File: src/include/rocache_macros.svh
`ifndef ROCACHE_MACROS_SVH
`define ROCACHE_MACROS_SVH

// ----------------------------------------
// Cache geometry
// ----------------------------------------

// Word address and data widths
`define RC_ADDR_W      16
`define RC_DATA_W      32

// Line count and words per line of the direct mapped store
`define RC_LINE_COUNT  16
`define RC_LINE_WORDS  4

// Address split into tag, index and word offset
`define RC_INDEX_W     $clog2(`RC_LINE_COUNT)
`define RC_OFFSET_W    $clog2(`RC_LINE_WORDS)
`define RC_TAG_W       (`RC_ADDR_W - `RC_INDEX_W - `RC_OFFSET_W)

`endif

File: src/design/rocache_ctrl_pkg.sv
package rocache_ctrl_pkg;

  // Line store controller
  typedef enum logic [2:0] {
    ST_IDLE,
    ST_LOOKUP,
    ST_FETCH_REQ,
    ST_FETCH_WAIT,
    ST_DELIVER,
    ST_FLUSH
  } store_state_e;

  // Client request decoder
  typedef enum logic [1:0] {
    DC_IDLE,
    DC_ISSUED,
    DC_RELEASE
  } decode_state_e;

  // Client acknowledge
  typedef enum logic [1:0] {
    RT_IDLE,
    RT_ACK,
    RT_DONE
  } return_state_e;

endpackage

File: src/design/rocache_types_pkg.sv
`include "rocache_macros.svh"

package rocache_types_pkg;

  // ----------------------------------------
  // Data path vectors
  // ----------------------------------------

  // Word address as seen by client and memory
  typedef logic [`RC_ADDR_W-1:0]   addr_t;

  // One data word
  typedef logic [`RC_DATA_W-1:0]   data_t;

  // Address fields
  typedef logic [`RC_TAG_W-1:0]    tag_t;
  typedef logic [`RC_INDEX_W-1:0]  index_t;
  typedef logic [`RC_OFFSET_W-1:0] offset_t;

  // Where a read is served from
  typedef enum logic {
    ROUTE_BYPASS = 1'b0,
    ROUTE_CACHE  = 1'b1
  } route_e;

endpackage

File: src/design/lookup_if.sv
`timescale 1ns/1ps

// Routed read requests, decode to execute
interface lookup_if import rocache_types_pkg::*; ();

  logic   valid;
  logic   ready;
  addr_t  addr;
  route_e route;

  // Transfer on valid and ready both high
  modport decode_mp (
    output valid,
    output addr,
    output route,
    input  ready
  );

  modport execute_mp (
    input  valid,
    input  addr,
    input  route,
    output ready
  );

endinterface

File: src/design/result_if.sv
`timescale 1ns/1ps

// Finished read words, execute to result
interface result_if import rocache_types_pkg::*; ();

  logic  valid;
  data_t data;
  logic  hit;
  logic  done;

  // Valid held until done pulse
  modport source_mp (
    output valid,
    output data,
    output hit,
    input  done
  );

  modport sink_mp (
    input  valid,
    input  data,
    input  hit,
    output done
  );

endinterface

File: src/design/line_store.sv
`timescale 1ns/1ps
`include "rocache_macros.svh"

module line_store import rocache_types_pkg::*, rocache_ctrl_pkg::*; (
  input  logic         clk_i,
  input  logic         reset_i,
  lookup_if.execute_mp lookup,
  result_if.source_mp  result,
  input  logic         flush_req_i,
  output logic         flush_ack_o,
  output logic         mem_req_o,
  output addr_t        mem_addr_o,
  input  logic         mem_ack_i,
  input  data_t        mem_rdata_i
);

  store_state_e             state_q;
  addr_t                    req_addr_q;
  route_e                   route_q;
  tag_t                     req_tag;
  index_t                   req_idx;
  offset_t                  req_off;
  tag_t                     tag_q [`RC_LINE_COUNT];
  data_t                    data_q [`RC_LINE_COUNT][`RC_LINE_WORDS];
  logic [`RC_LINE_COUNT-1:0] valid_q;
  offset_t                  word_q;
  index_t                   flush_idx_q;
  logic                     mem_req_q;
  logic                     flush_ack_q;
  data_t                    rdata_q;
  logic                     hit_q;
  logic                     lookup_hit;
  logic                     flush_start;
  logic                     word_capture;
  logic                     word_release;
  logic                     last_word;
  logic                     fill_we;
  logic                     tag_we;

  // Address fields of the request in flight
  assign req_off = req_addr_q[`RC_OFFSET_W-1:0];
  assign req_idx = req_addr_q[`RC_OFFSET_W +: `RC_INDEX_W];
  assign req_tag = req_addr_q[`RC_ADDR_W-1 -: `RC_TAG_W];

  assign lookup_hit = valid_q[req_idx] && (tag_q[req_idx] == req_tag);

  // Flush takes priority over a waiting lookup
  assign flush_start  = flush_req_i && !flush_ack_q;
  assign lookup.ready = (state_q == ST_IDLE) && !flush_start;

  // Memory four-phase phases
  assign word_capture = (state_q == ST_FETCH_WAIT) && mem_req_q && mem_ack_i;
  assign word_release = (state_q == ST_FETCH_WAIT) && !mem_req_q && !mem_ack_i;
  assign last_word    = (word_q == offset_t'(`RC_LINE_WORDS - 1));

  assign fill_we = word_capture && (route_q == ROUTE_CACHE);
  assign tag_we  = word_release && (route_q == ROUTE_CACHE) && last_word;

  // ----------------------------------------
  // Controller
  // ----------------------------------------
  always_ff @(posedge clk_i) begin
    if (reset_i) begin
      state_q     <= ST_IDLE;
      valid_q     <= '0;
      word_q      <= '0;
      flush_idx_q <= '0;
      mem_req_q   <= 1'b0;
      flush_ack_q <= 1'b0;
    end else begin
      case (state_q)
        ST_IDLE: begin
          if (flush_ack_q && !flush_req_i) begin
            flush_ack_q <= 1'b0;
          end
          if (flush_start) begin
            flush_idx_q <= '0;
            state_q     <= ST_FLUSH;
          end else if (lookup.valid) begin
            state_q <= ST_LOOKUP;
          end
        end
        ST_LOOKUP: begin
          word_q <= '0;
          if ((route_q == ROUTE_CACHE) && lookup_hit) begin
            state_q <= ST_DELIVER;
          end else begin
            state_q <= ST_FETCH_REQ;
          end
        end
        ST_FETCH_REQ: begin
          mem_req_q <= 1'b1;
          state_q   <= ST_FETCH_WAIT;
        end
        ST_FETCH_WAIT: begin
          if (word_capture) begin
            mem_req_q <= 1'b0;
          end
          if (word_release) begin
            if ((route_q == ROUTE_BYPASS) || last_word) begin
              if (route_q == ROUTE_CACHE) begin
                valid_q[req_idx] <= 1'b1;
              end
              state_q <= ST_DELIVER;
            end else begin
              word_q  <= word_q + 1'b1;
              state_q <= ST_FETCH_REQ;
            end
          end
        end
        ST_DELIVER: begin
          if (result.done) begin
            state_q <= ST_IDLE;
          end
        end
        ST_FLUSH: begin
          // One line per cycle
          valid_q[flush_idx_q] <= 1'b0;
          flush_idx_q          <= flush_idx_q + 1'b1;
          if (flush_idx_q == index_t'(`RC_LINE_COUNT - 1)) begin
            flush_ack_q <= 1'b1;
            state_q     <= ST_IDLE;
          end
        end
        default: state_q <= ST_IDLE;
      endcase
    end
  end

  // ----------------------------------------
  // Payload and arrays
  // ----------------------------------------
  always_ff @(posedge clk_i) begin
    if (lookup.valid && lookup.ready) begin
      req_addr_q <= lookup.addr;
      route_q    <= lookup.route;
    end
    if (state_q == ST_LOOKUP) begin
      rdata_q <= data_q[req_idx][req_off];
      hit_q   <= (route_q == ROUTE_CACHE) && lookup_hit;
    end
    // Keep the requested word as the line streams in
    if (word_capture && ((route_q == ROUTE_BYPASS) || (word_q == req_off))) begin
      rdata_q <= mem_rdata_i;
    end
  end

  always_ff @(posedge clk_i) begin
    if (fill_we) begin
      data_q[req_idx][word_q] <= mem_rdata_i;
    end
    if (tag_we) begin
      tag_q[req_idx] <= req_tag;
    end
  end

  // Refill walks the line, bypass uses the client address
  assign mem_addr_o = (route_q == ROUTE_CACHE) ? {req_tag, req_idx, word_q} : req_addr_q;
  assign mem_req_o  = mem_req_q;

  assign flush_ack_o  = flush_ack_q;
  assign result.valid = (state_q == ST_DELIVER);
  assign result.data  = rdata_q;
  assign result.hit   = hit_q;

endmodule

File: src/design/region_decode.sv
`timescale 1ns/1ps

module region_decode import rocache_types_pkg::*, rocache_ctrl_pkg::*; (
  input  logic        clk_i,
  input  logic        reset_i,
  input  logic        req_i,
  input  addr_t       addr_i,
  input  logic        enable_i,
  input  addr_t       start_addr_i,
  input  addr_t       end_addr_i,
  lookup_if.decode_mp lookup
);

  decode_state_e state_q;
  logic          valid_q;
  addr_t         addr_q;
  route_e        route_q;
  logic          in_window;
  logic          accept;

  // Window is start inclusive, end exclusive
  assign in_window = (addr_i >= start_addr_i) && (addr_i < end_addr_i);
  assign accept    = (state_q == DC_IDLE) && req_i;

  // ----------------------------------------
  // One issue per held request
  // ----------------------------------------
  always_ff @(posedge clk_i) begin
    if (reset_i) begin
      state_q <= DC_IDLE;
      valid_q <= 1'b0;
    end else begin
      case (state_q)
        DC_IDLE: begin
          if (req_i) begin
            valid_q <= 1'b1;
            state_q <= DC_ISSUED;
          end
        end
        DC_ISSUED: begin
          if (valid_q && lookup.ready) begin
            valid_q <= 1'b0;
            state_q <= DC_RELEASE;
          end
        end
        DC_RELEASE: begin
          // Client still holds req until its ack arrives
          if (!req_i) begin
            state_q <= DC_IDLE;
          end
        end
        default: state_q <= DC_IDLE;
      endcase
    end
  end

  // Sample address and route on a new request
  always_ff @(posedge clk_i) begin
    if (accept) begin
      addr_q  <= addr_i;
      route_q <= (enable_i && in_window) ? ROUTE_CACHE : ROUTE_BYPASS;
    end
  end

  assign lookup.valid = valid_q;
  assign lookup.addr  = addr_q;
  assign lookup.route = route_q;

endmodule

File: src/design/response_return.sv
`timescale 1ns/1ps

module response_return import rocache_types_pkg::*, rocache_ctrl_pkg::*; (
  input  logic      clk_i,
  input  logic      reset_i,
  input  logic      req_i,
  result_if.sink_mp result,
  output logic      ack_o,
  output data_t     rdata_o,
  output logic      hit_o
);

  return_state_e state_q;
  data_t         rdata_q;
  logic          hit_q;

  // ----------------------------------------
  // Client acknowledge phase
  // ----------------------------------------
  always_ff @(posedge clk_i) begin
    if (reset_i) begin
      state_q <= RT_IDLE;
    end else begin
      case (state_q)
        RT_IDLE: begin
          if (result.valid) begin
            state_q <= RT_ACK;
          end
        end
        RT_ACK: begin
          // Hold ack until the client lets go
          if (!req_i) begin
            state_q <= RT_DONE;
          end
        end
        RT_DONE: state_q <= RT_IDLE;
        default: state_q <= RT_IDLE;
      endcase
    end
  end

  // Word and hit flag stay stable while ack is high
  always_ff @(posedge clk_i) begin
    if ((state_q == RT_IDLE) && result.valid) begin
      rdata_q <= result.data;
      hit_q   <= result.hit;
    end
  end

  assign ack_o       = (state_q == RT_ACK);
  assign result.done = (state_q == RT_DONE);
  assign rdata_o     = rdata_q;
  assign hit_o       = hit_q;

endmodule

File: src/design/ro_cache_top.sv
`timescale 1ns/1ps

module ro_cache_top import rocache_types_pkg::*; (
  input  logic  clk_i,
  input  logic  reset_i,
  // Cacheable window
  input  logic  enable_i,
  input  addr_t start_addr_i,
  input  addr_t end_addr_i,
  // Client
  input  logic  req_i,
  input  addr_t addr_i,
  output logic  ack_o,
  output data_t rdata_o,
  output logic  hit_o,
  // Flush
  input  logic  flush_req_i,
  output logic  flush_ack_o,
  // Backing memory
  output logic  mem_req_o,
  output addr_t mem_addr_o,
  input  logic  mem_ack_i,
  input  data_t mem_rdata_i
);

  lookup_if u_lookup_if ();
  result_if u_result_if ();

  // ----------------------------------------
  // Decode, execute, result
  // ----------------------------------------
  region_decode u_region_decode (
    .clk_i        (clk_i),
    .reset_i      (reset_i),
    .req_i        (req_i),
    .addr_i       (addr_i),
    .enable_i     (enable_i),
    .start_addr_i (start_addr_i),
    .end_addr_i   (end_addr_i),
    .lookup       (u_lookup_if.decode_mp)
  );

  line_store u_line_store (
    .clk_i       (clk_i),
    .reset_i     (reset_i),
    .lookup      (u_lookup_if.execute_mp),
    .result      (u_result_if.source_mp),
    .flush_req_i (flush_req_i),
    .flush_ack_o (flush_ack_o),
    .mem_req_o   (mem_req_o),
    .mem_addr_o  (mem_addr_o),
    .mem_ack_i   (mem_ack_i),
    .mem_rdata_i (mem_rdata_i)
  );

  response_return u_response_return (
    .clk_i   (clk_i),
    .reset_i (reset_i),
    .req_i   (req_i),
    .result  (u_result_if.sink_mp),
    .ack_o   (ack_o),
    .rdata_o (rdata_o),
    .hit_o   (hit_o)
  );

endmodule

File: config.mk
export PLATFORM = sky130hd
export DESIGN_NAME = ro_cache_top
export DESIGN_NICKNAME = d
export VERILOG_FILES = /design/src/design/rocache_ctrl_pkg.sv /design/src/design/rocache_types_pkg.sv /design/src/design/lookup_if.sv /design/src/design/result_if.sv /design/src/design/line_store.sv /design/src/design/region_decode.sv /design/src/design/response_return.sv /design/src/design/ro_cache_top.sv
export VERILOG_INCLUDE_DIRS = /design/src /design/src/include
export SDC_FILE = /design/constraint.sdc
export NUM_CORES = 2
export LEC_CHECK = 0
export BUFFER_PORTS_ARGS = -buffer_cell sky130_fd_sc_hd__buf_2
export CAP_MARGIN = 20
export CORE_UTILIZATION = 30
export DETAILED_ROUTE_END_ITERATION = 10
export HOLD_SLACK_MARGIN = 0.05
export PLACE_DENSITY = 0.47
export SLEW_MARGIN = 20
export SYNTH_ARGS = -nofsm -noshare
export SYNTH_HDL_FRONTEND = slang
export SYNTH_SLANG_ARGS = --single-unit
export TNS_END_PERCENT = 5
File: constraint.sdc
create_clock -name clk_i -period 4.1 [get_ports clk_i]
set_input_delay 0.82 -clock clk_i [delete_from_list [all_inputs] [get_ports clk_i]]
set_output_delay 0.82 -clock clk_i [all_outputs]
set_load 0.01 [all_outputs]
# == Word-level counts from Yosys, hierarchy flattened ==
# Memories as Yosys holds them, arrays and structs flattened. A register that Yosys moved wholly into a read port is not among the register bits.
# Index checks and enable logic that the tools add are counted.
# totals
romBits,0
mem_count,2
output_inout_bits,52
elab_cells,163
latchBits,0
register_bits,132
input_bits,86
ram_bits,2208
# classes
mux,53
n_shift,0
n_mul,0
div_mod_pow,0
reduce_logical,46
eq_ne,28
bitwise,6
n_lt_le_gt_ge,9
n_addsub,2
# memory_table
name,words,width,rd,rd_clocked_by_memory_dff,wr,line,rtl
u_line_store.data_q,16,128,1,1,1,line_store.sv:24,data_t data_q [`RC_LINE_COUNT][`RC_LINE_WORDS];
u_line_store.tag_q,16,10,1,1,1,line_store.sv:23,tag_t tag_q [`RC_LINE_COUNT];
# ops
cell,n
$mux 32,5
$mux 128,1
$bmux 32 s2,1
$demux 32 s2,1
$mux 16,3
$pmux 16 s2,1
$logic_and 1x1->1,21
$mux 3,7
$pmux 3 s6,1
$and 16x16->16,1
$ge 16x16->1,1
$lt 16x16->1,1
$mux 2,8
$not 16->16,1
$or 16x16->16,1
$ne 2x1->1 const B,7
$ne 2x2->1 const B,7
$mux 1,12
$mux 4,3
$reduce_and 3->1,4
$reduce_bool 2->1,6
$eq 10x10->1,1
$lt 4x5->1 const B,2
$demux 1 s4,2
26 further kinds,46

# == Longest topological paths before layout ==
# depth
ltp_word,9
ltp_mapped,12
ltp_nobuf,10

# == Cells and area by module ==
# Synthesis repeated with hierarchy kept, for this count alone.
# unflattened
cells_unflattened,3750
hier_area_um2,90249.1
# by_module_without_submodules
mod,seq_area_each_um2,area_each_um2,cells_per_inst,instances
line_store,68425.6,87756.7,3568,1
region_decode,570.5,1403.8,141,1
response_return,1031.0,1088.5,41,1

# == Least setup slack after synthesis ==
# Ideal clock, no wire load.
# synth_timing
path_kind,register -> register
start,register u_line_store.state_q[2]
end,"register u_response_return.hit_q (netlist: u_response_return.hit_o), enable pin"
t_arrival_ns,3.358
n_path_buf,1
setup_time_ns,0.467
t_required_ns,3.633
path_slack_ns,0.275
synth_period_minus_slack_ns,3.825
stages_incl_launch_ff,4
path_cell_list,dfxtp_1 clkbuf_1 or3b_2 nor3_1
# synth_via
elab_chain_len,2
# synth_lines
element,line,rtl
"start, declared",line_store.sv:17,store_state_e state_q;
"start signal, assigned",line_store.sv:64,state_q <= ST_IDLE;
"start signal, assigned",line_store.sv:78,state_q <= ST_FLUSH;
"start signal, assigned",line_store.sv:80,state_q <= ST_LOOKUP;
$eq 3x3->1,line_store.sv:162,assign result.valid = (state_q == ST_DELIVER);
$logic_and 1x1->1,response_return.sv:44,if ((state_q == RT_IDLE) && result.valid) begin
"end signal, assigned",response_return.sv:46,hit_q <= result.hit;
"end, declared",response_return.sv:15,logic hit_q;
# No other way between the ends.
# A chain may end at the register's enable or synchronous reset.

==> results.txt <==
----------------------------------------------------
[GRT]
  Vias in the first global route ... 42,700
  GR Overflow Total ... 0
  Antenna violations before repair ... 22
  Pin count of the biggest net entering global routing ... 66
  GR Util All Layers ... 17.0%
  Global-route wire length before repair ... 357,000 um

[Cells and area]
  Fraction of layout instances using a drive strength above 1 ... 35.2%
  Area growth from synthesis to final layout ... 16.8%
  Register cell area after layout ... about 70,000 sq um
  Core utilization of the finished layout ... 35.4%
  Multi-input gate area ... just under 20,000 sq um
  Fillcell total ... 27,400
  # nets final ... 4,239

[Worst setup path]
  Category of the critical setup timing path ... flip-flop to flip-flop
  Critical-path top delay cell ... dfxtp_4
  Critical-path cell list ... buf_12 > buf_12 > mux4_2 > mux4_2 > mux4_2 > mux2_2
  Worst R2R Path Depth ... 6
  Data required time of the critical path ... 4.74 ns
  WP buf/inv ... 2
  Worst setup EP type ... flip-flop
  Critical path depth in cells ... 6
  Crit path DAT ... 3.97 ns
  Worst stage delay on the critical path ... 0.82 ns
  Most used cell, CP ... mux4_2
  Maximum fanout along the worst path ... 46
  Worst path top cell family by delay ... multiplexers
  Nature of the critical path startpoint ... flip-flop

[STA]
  FMAX ... ~0.3 GHz
  # setup viols final ... 0
  Min setup slack post-route ... around 0.76 ns
  Final worst-path cycle share ... between 80% and 90%
  Number of slew-limit violations in the final report ... 0
  Transition at the pin with the smallest max-transition slack ... 1.13 ns
  Final hold viol count ... 0
  Worst slew margin relative to its limit ... 24.7%
  Worst clock skew on the final layout ... 0.137 ns
  Setup repair after global routing missed its margin ... false
  Final period demand of the worst path ... about 3.3 ns
  Total Negative Setup Slacks ... 0 ns

[Synth]
  Area of the mapped netlist ... between 90,000 and 100,000 sq um
  Predominant post-synthesis flop cell ... edfxtp_1
  Post-synthesis register bit count ... 2,344
  Number of enable flip-flop cells after synthesis ... 2,308
  Count of unique library cells instantiated by Yosys ... 54
  Synthesized area per cell ... around 24 sq um
  Simple-gate portion of the synthesized area ... 1.03%
  Cell types with the largest area share after synthesis ... edfxtp_1 (77%), mux4_2 (18%), dfxtp_1 (0.80%)
  Number of synthesis warnings ... 0
  Async set or reset register ratio after synthesis ... 0%
  Dominant combinational cell family by area after synthesis ... multiplexers
  Net count of the mapped netlist ... 3,850
  Cell taking the most area after synthesis ... edfxtp_1
  Top-count cell post-synth ... edfxtp_1
  Share of cell area taken by muxes after synthesis ... a little under a fifth
  Cell count after synthesis ... 3,725
  Most used standard cells in the synthesized netlist ... edfxtp_1 (2,308), mux4_2 (715), buf_2 (108)
  Proportion of netlist area held by the largest area contributor ... just under 80%
  Xor-xnor portion of the synthesized cell area ... less than 1%
  Share of the yosys chip area belonging to registers ... 77.7%
  Adder-cell share of the synthesized area ... 0.541%
  Fraction of the mapped netlist area in compound gates ... 0.691%

[Placement]
  Pre-CTS setup slack ... between 0.6 and 0.7 ns
  Routability congestion estimate ... 0.749
  Buffers on Ports ... about 140
  Post-DP HPWL ... 139,000 um

[Run]
  Number of violations of the max-capacitance limit ... 0

[Die]
  Die outline area ... 303,000 sq um
  Number of standard-cell rows in the floorplan ... 200
  Die height ... 550 um
  Die Width ... 550 um
  Core area ... 298,000 sq um
  Starting utilization of the core area ... 30.3%
  Number of top-level pins ... 138

[Clocking]
  Source-to-sink clock delay at the later pin of the worst-skew pair ... 0.94 ns
  Reg clk slew, reported paths ... approximately 0.06 ns
  Total clock buffers created by CTS ... 244
  Max clock buf depth ... 4
  Cts repair resizes ... 0
  Count of H-tree levels built during CTS ... 4
  Clock tree from TritonCTS ... yes
  CTS sink cnt ... 2,344
  Root buffer cell ... clkbuf_16
  Hold buffers post-CTS ... 0
  Postcts setup bufs ... 0

[Min path]
  Hold Path Class ... input pin to flip-flop
  Worst Hold Path Cells ... 1

[Power and ir drop]
  Highest ir drop seen on vdd ... ~0.35 mV
  Reported leakage power ... between 0.03 and 0.04 uW
  Power density normalized to cell area ... 512 nW/um^2

[Routing]
  Average routed wire per standard cell ... ~31 um
  Remaining antenna violation count after routing ... 0
  Pre-antenna DRT Iters ... 5
  Post-detailed-route via-to-cell ratio ... 5.02
  DRC Markers ... 0
  Drt initial violations ... about 4,200
  Total length of routed wires ... 259,000 um
  Vias post-DR ... roughly 41,000

[Run status]
  Run status ... finished, final reports clean

----------------------------------------------------
-- layer usage --
metal	GRT usage [%]	up-vias	routed length, um
li1	-	16800	-
met1	23.0	23300	111000
met2	29.4	1015	132000
met3	2.34	308	11300
met4	3.35	10	4590
met5	0	-	66
-- sequential cells by signal, indices dropped and copies added (netlist names), named ones only --
signal,flops
u_line_store.data_q,2048
u_line_store.flush_ack_o,1
u_line_store.flush_idx_q,4
u_line_store.mem_req_o,1
u_line_store.req_addr_q,16
u_line_store.result.data,32
u_line_store.result.hit,1
u_line_store.route_q,1
u_line_store.state_q,3
u_line_store.tag_q,160
u_line_store.valid_q,16
u_line_store.word_q,2
u_region_decode.lookup.addr,16
u_region_decode.lookup.route,1
u_region_decode.lookup.valid,1
u_region_decode.state_q,2
u_response_return.hit_o,1
u_response_return.rdata_o,32
u_response_return.state_q,2
-- cell families after synthesis --
kind of cell,after synthesis
XOR/XNOR,16
multiplexers,772
flip-flops,2344
adder cells (fa/ha/maj),39
AND/OR/NAND/NOR,199
buffers and inverters,255
AO/OA/AOI/OAI,100
-- through the flow --
step	power [uW]	std cells	area, sq um	hold slack (ns)
5_1_grt	55700	8243	105000	0.168
3_3_place_gp	33400	7805	97800	0.402
2_1_floorplan	31000	3725	90100	0.400
3_5_place_dp	33400	7805	97800	0.405
4_1_cts	54600	8238	105000	0.140
6_report	53900	8246	105000	0.202
-- report_power, final --
part | leakage, uW | internal [uW] | switching, uW
combinational | 0.00781 | 2760 | 2890
clock | 0.00368 | 12000 | 9200
sequential | 0.0211 | 26700 | 388
-- cell type report --
class | count | area share [%]
inverters | 57 | 0.203
repair buffers | 341 | 3.09
well taps | 3939 | 4.68
clock inverters | 131 | 1.05
diodes | 6 | 0.0143
flip-flops and latches | 2344 | 66.5
clock buffers | 302 | 6.05
multi-input cells | 1126 | 18.4
-- placed cells by master (no fill, tap or decap), types with 6 or more instances in the layout --
cell type	instances
edfxtp_1	2308
mux4_2	715
clkbuf_16	246
buf_4	136
buf_2	125
buf_12	79
nor2_4	64
inv_1	55
clkbuf_1	55
clkinv_1	51
clkinv_2	50
mux2_2	41
ha_1	39
nor2_1	34
a21oi_1	33
dfxtp_1	32
nand2_1	31
o21ai_0	23
mux2i_1	16
bufinv_16	16
xnor2_1	14
or2_2	12
nor2b_1	11
nand3_1	10
a21o_1	8
nand4_1	7
diode_2	6
a31oi_1	6
nand2b_1	6
-- final timing paths --
kind	from	to	slack (ns)
min reg2reg	u_line_store.result.hit	u_response_return.hit_o	0.41
max	flip-flop	u_line_store.result.data[15]	0.76
max reg2reg	flip-flop	u_line_store.result.data[15]	0.76
min	addr_i[4]	u_region_decode.lookup.addr[4]	0.20
(Power assumes the default switching activity.)
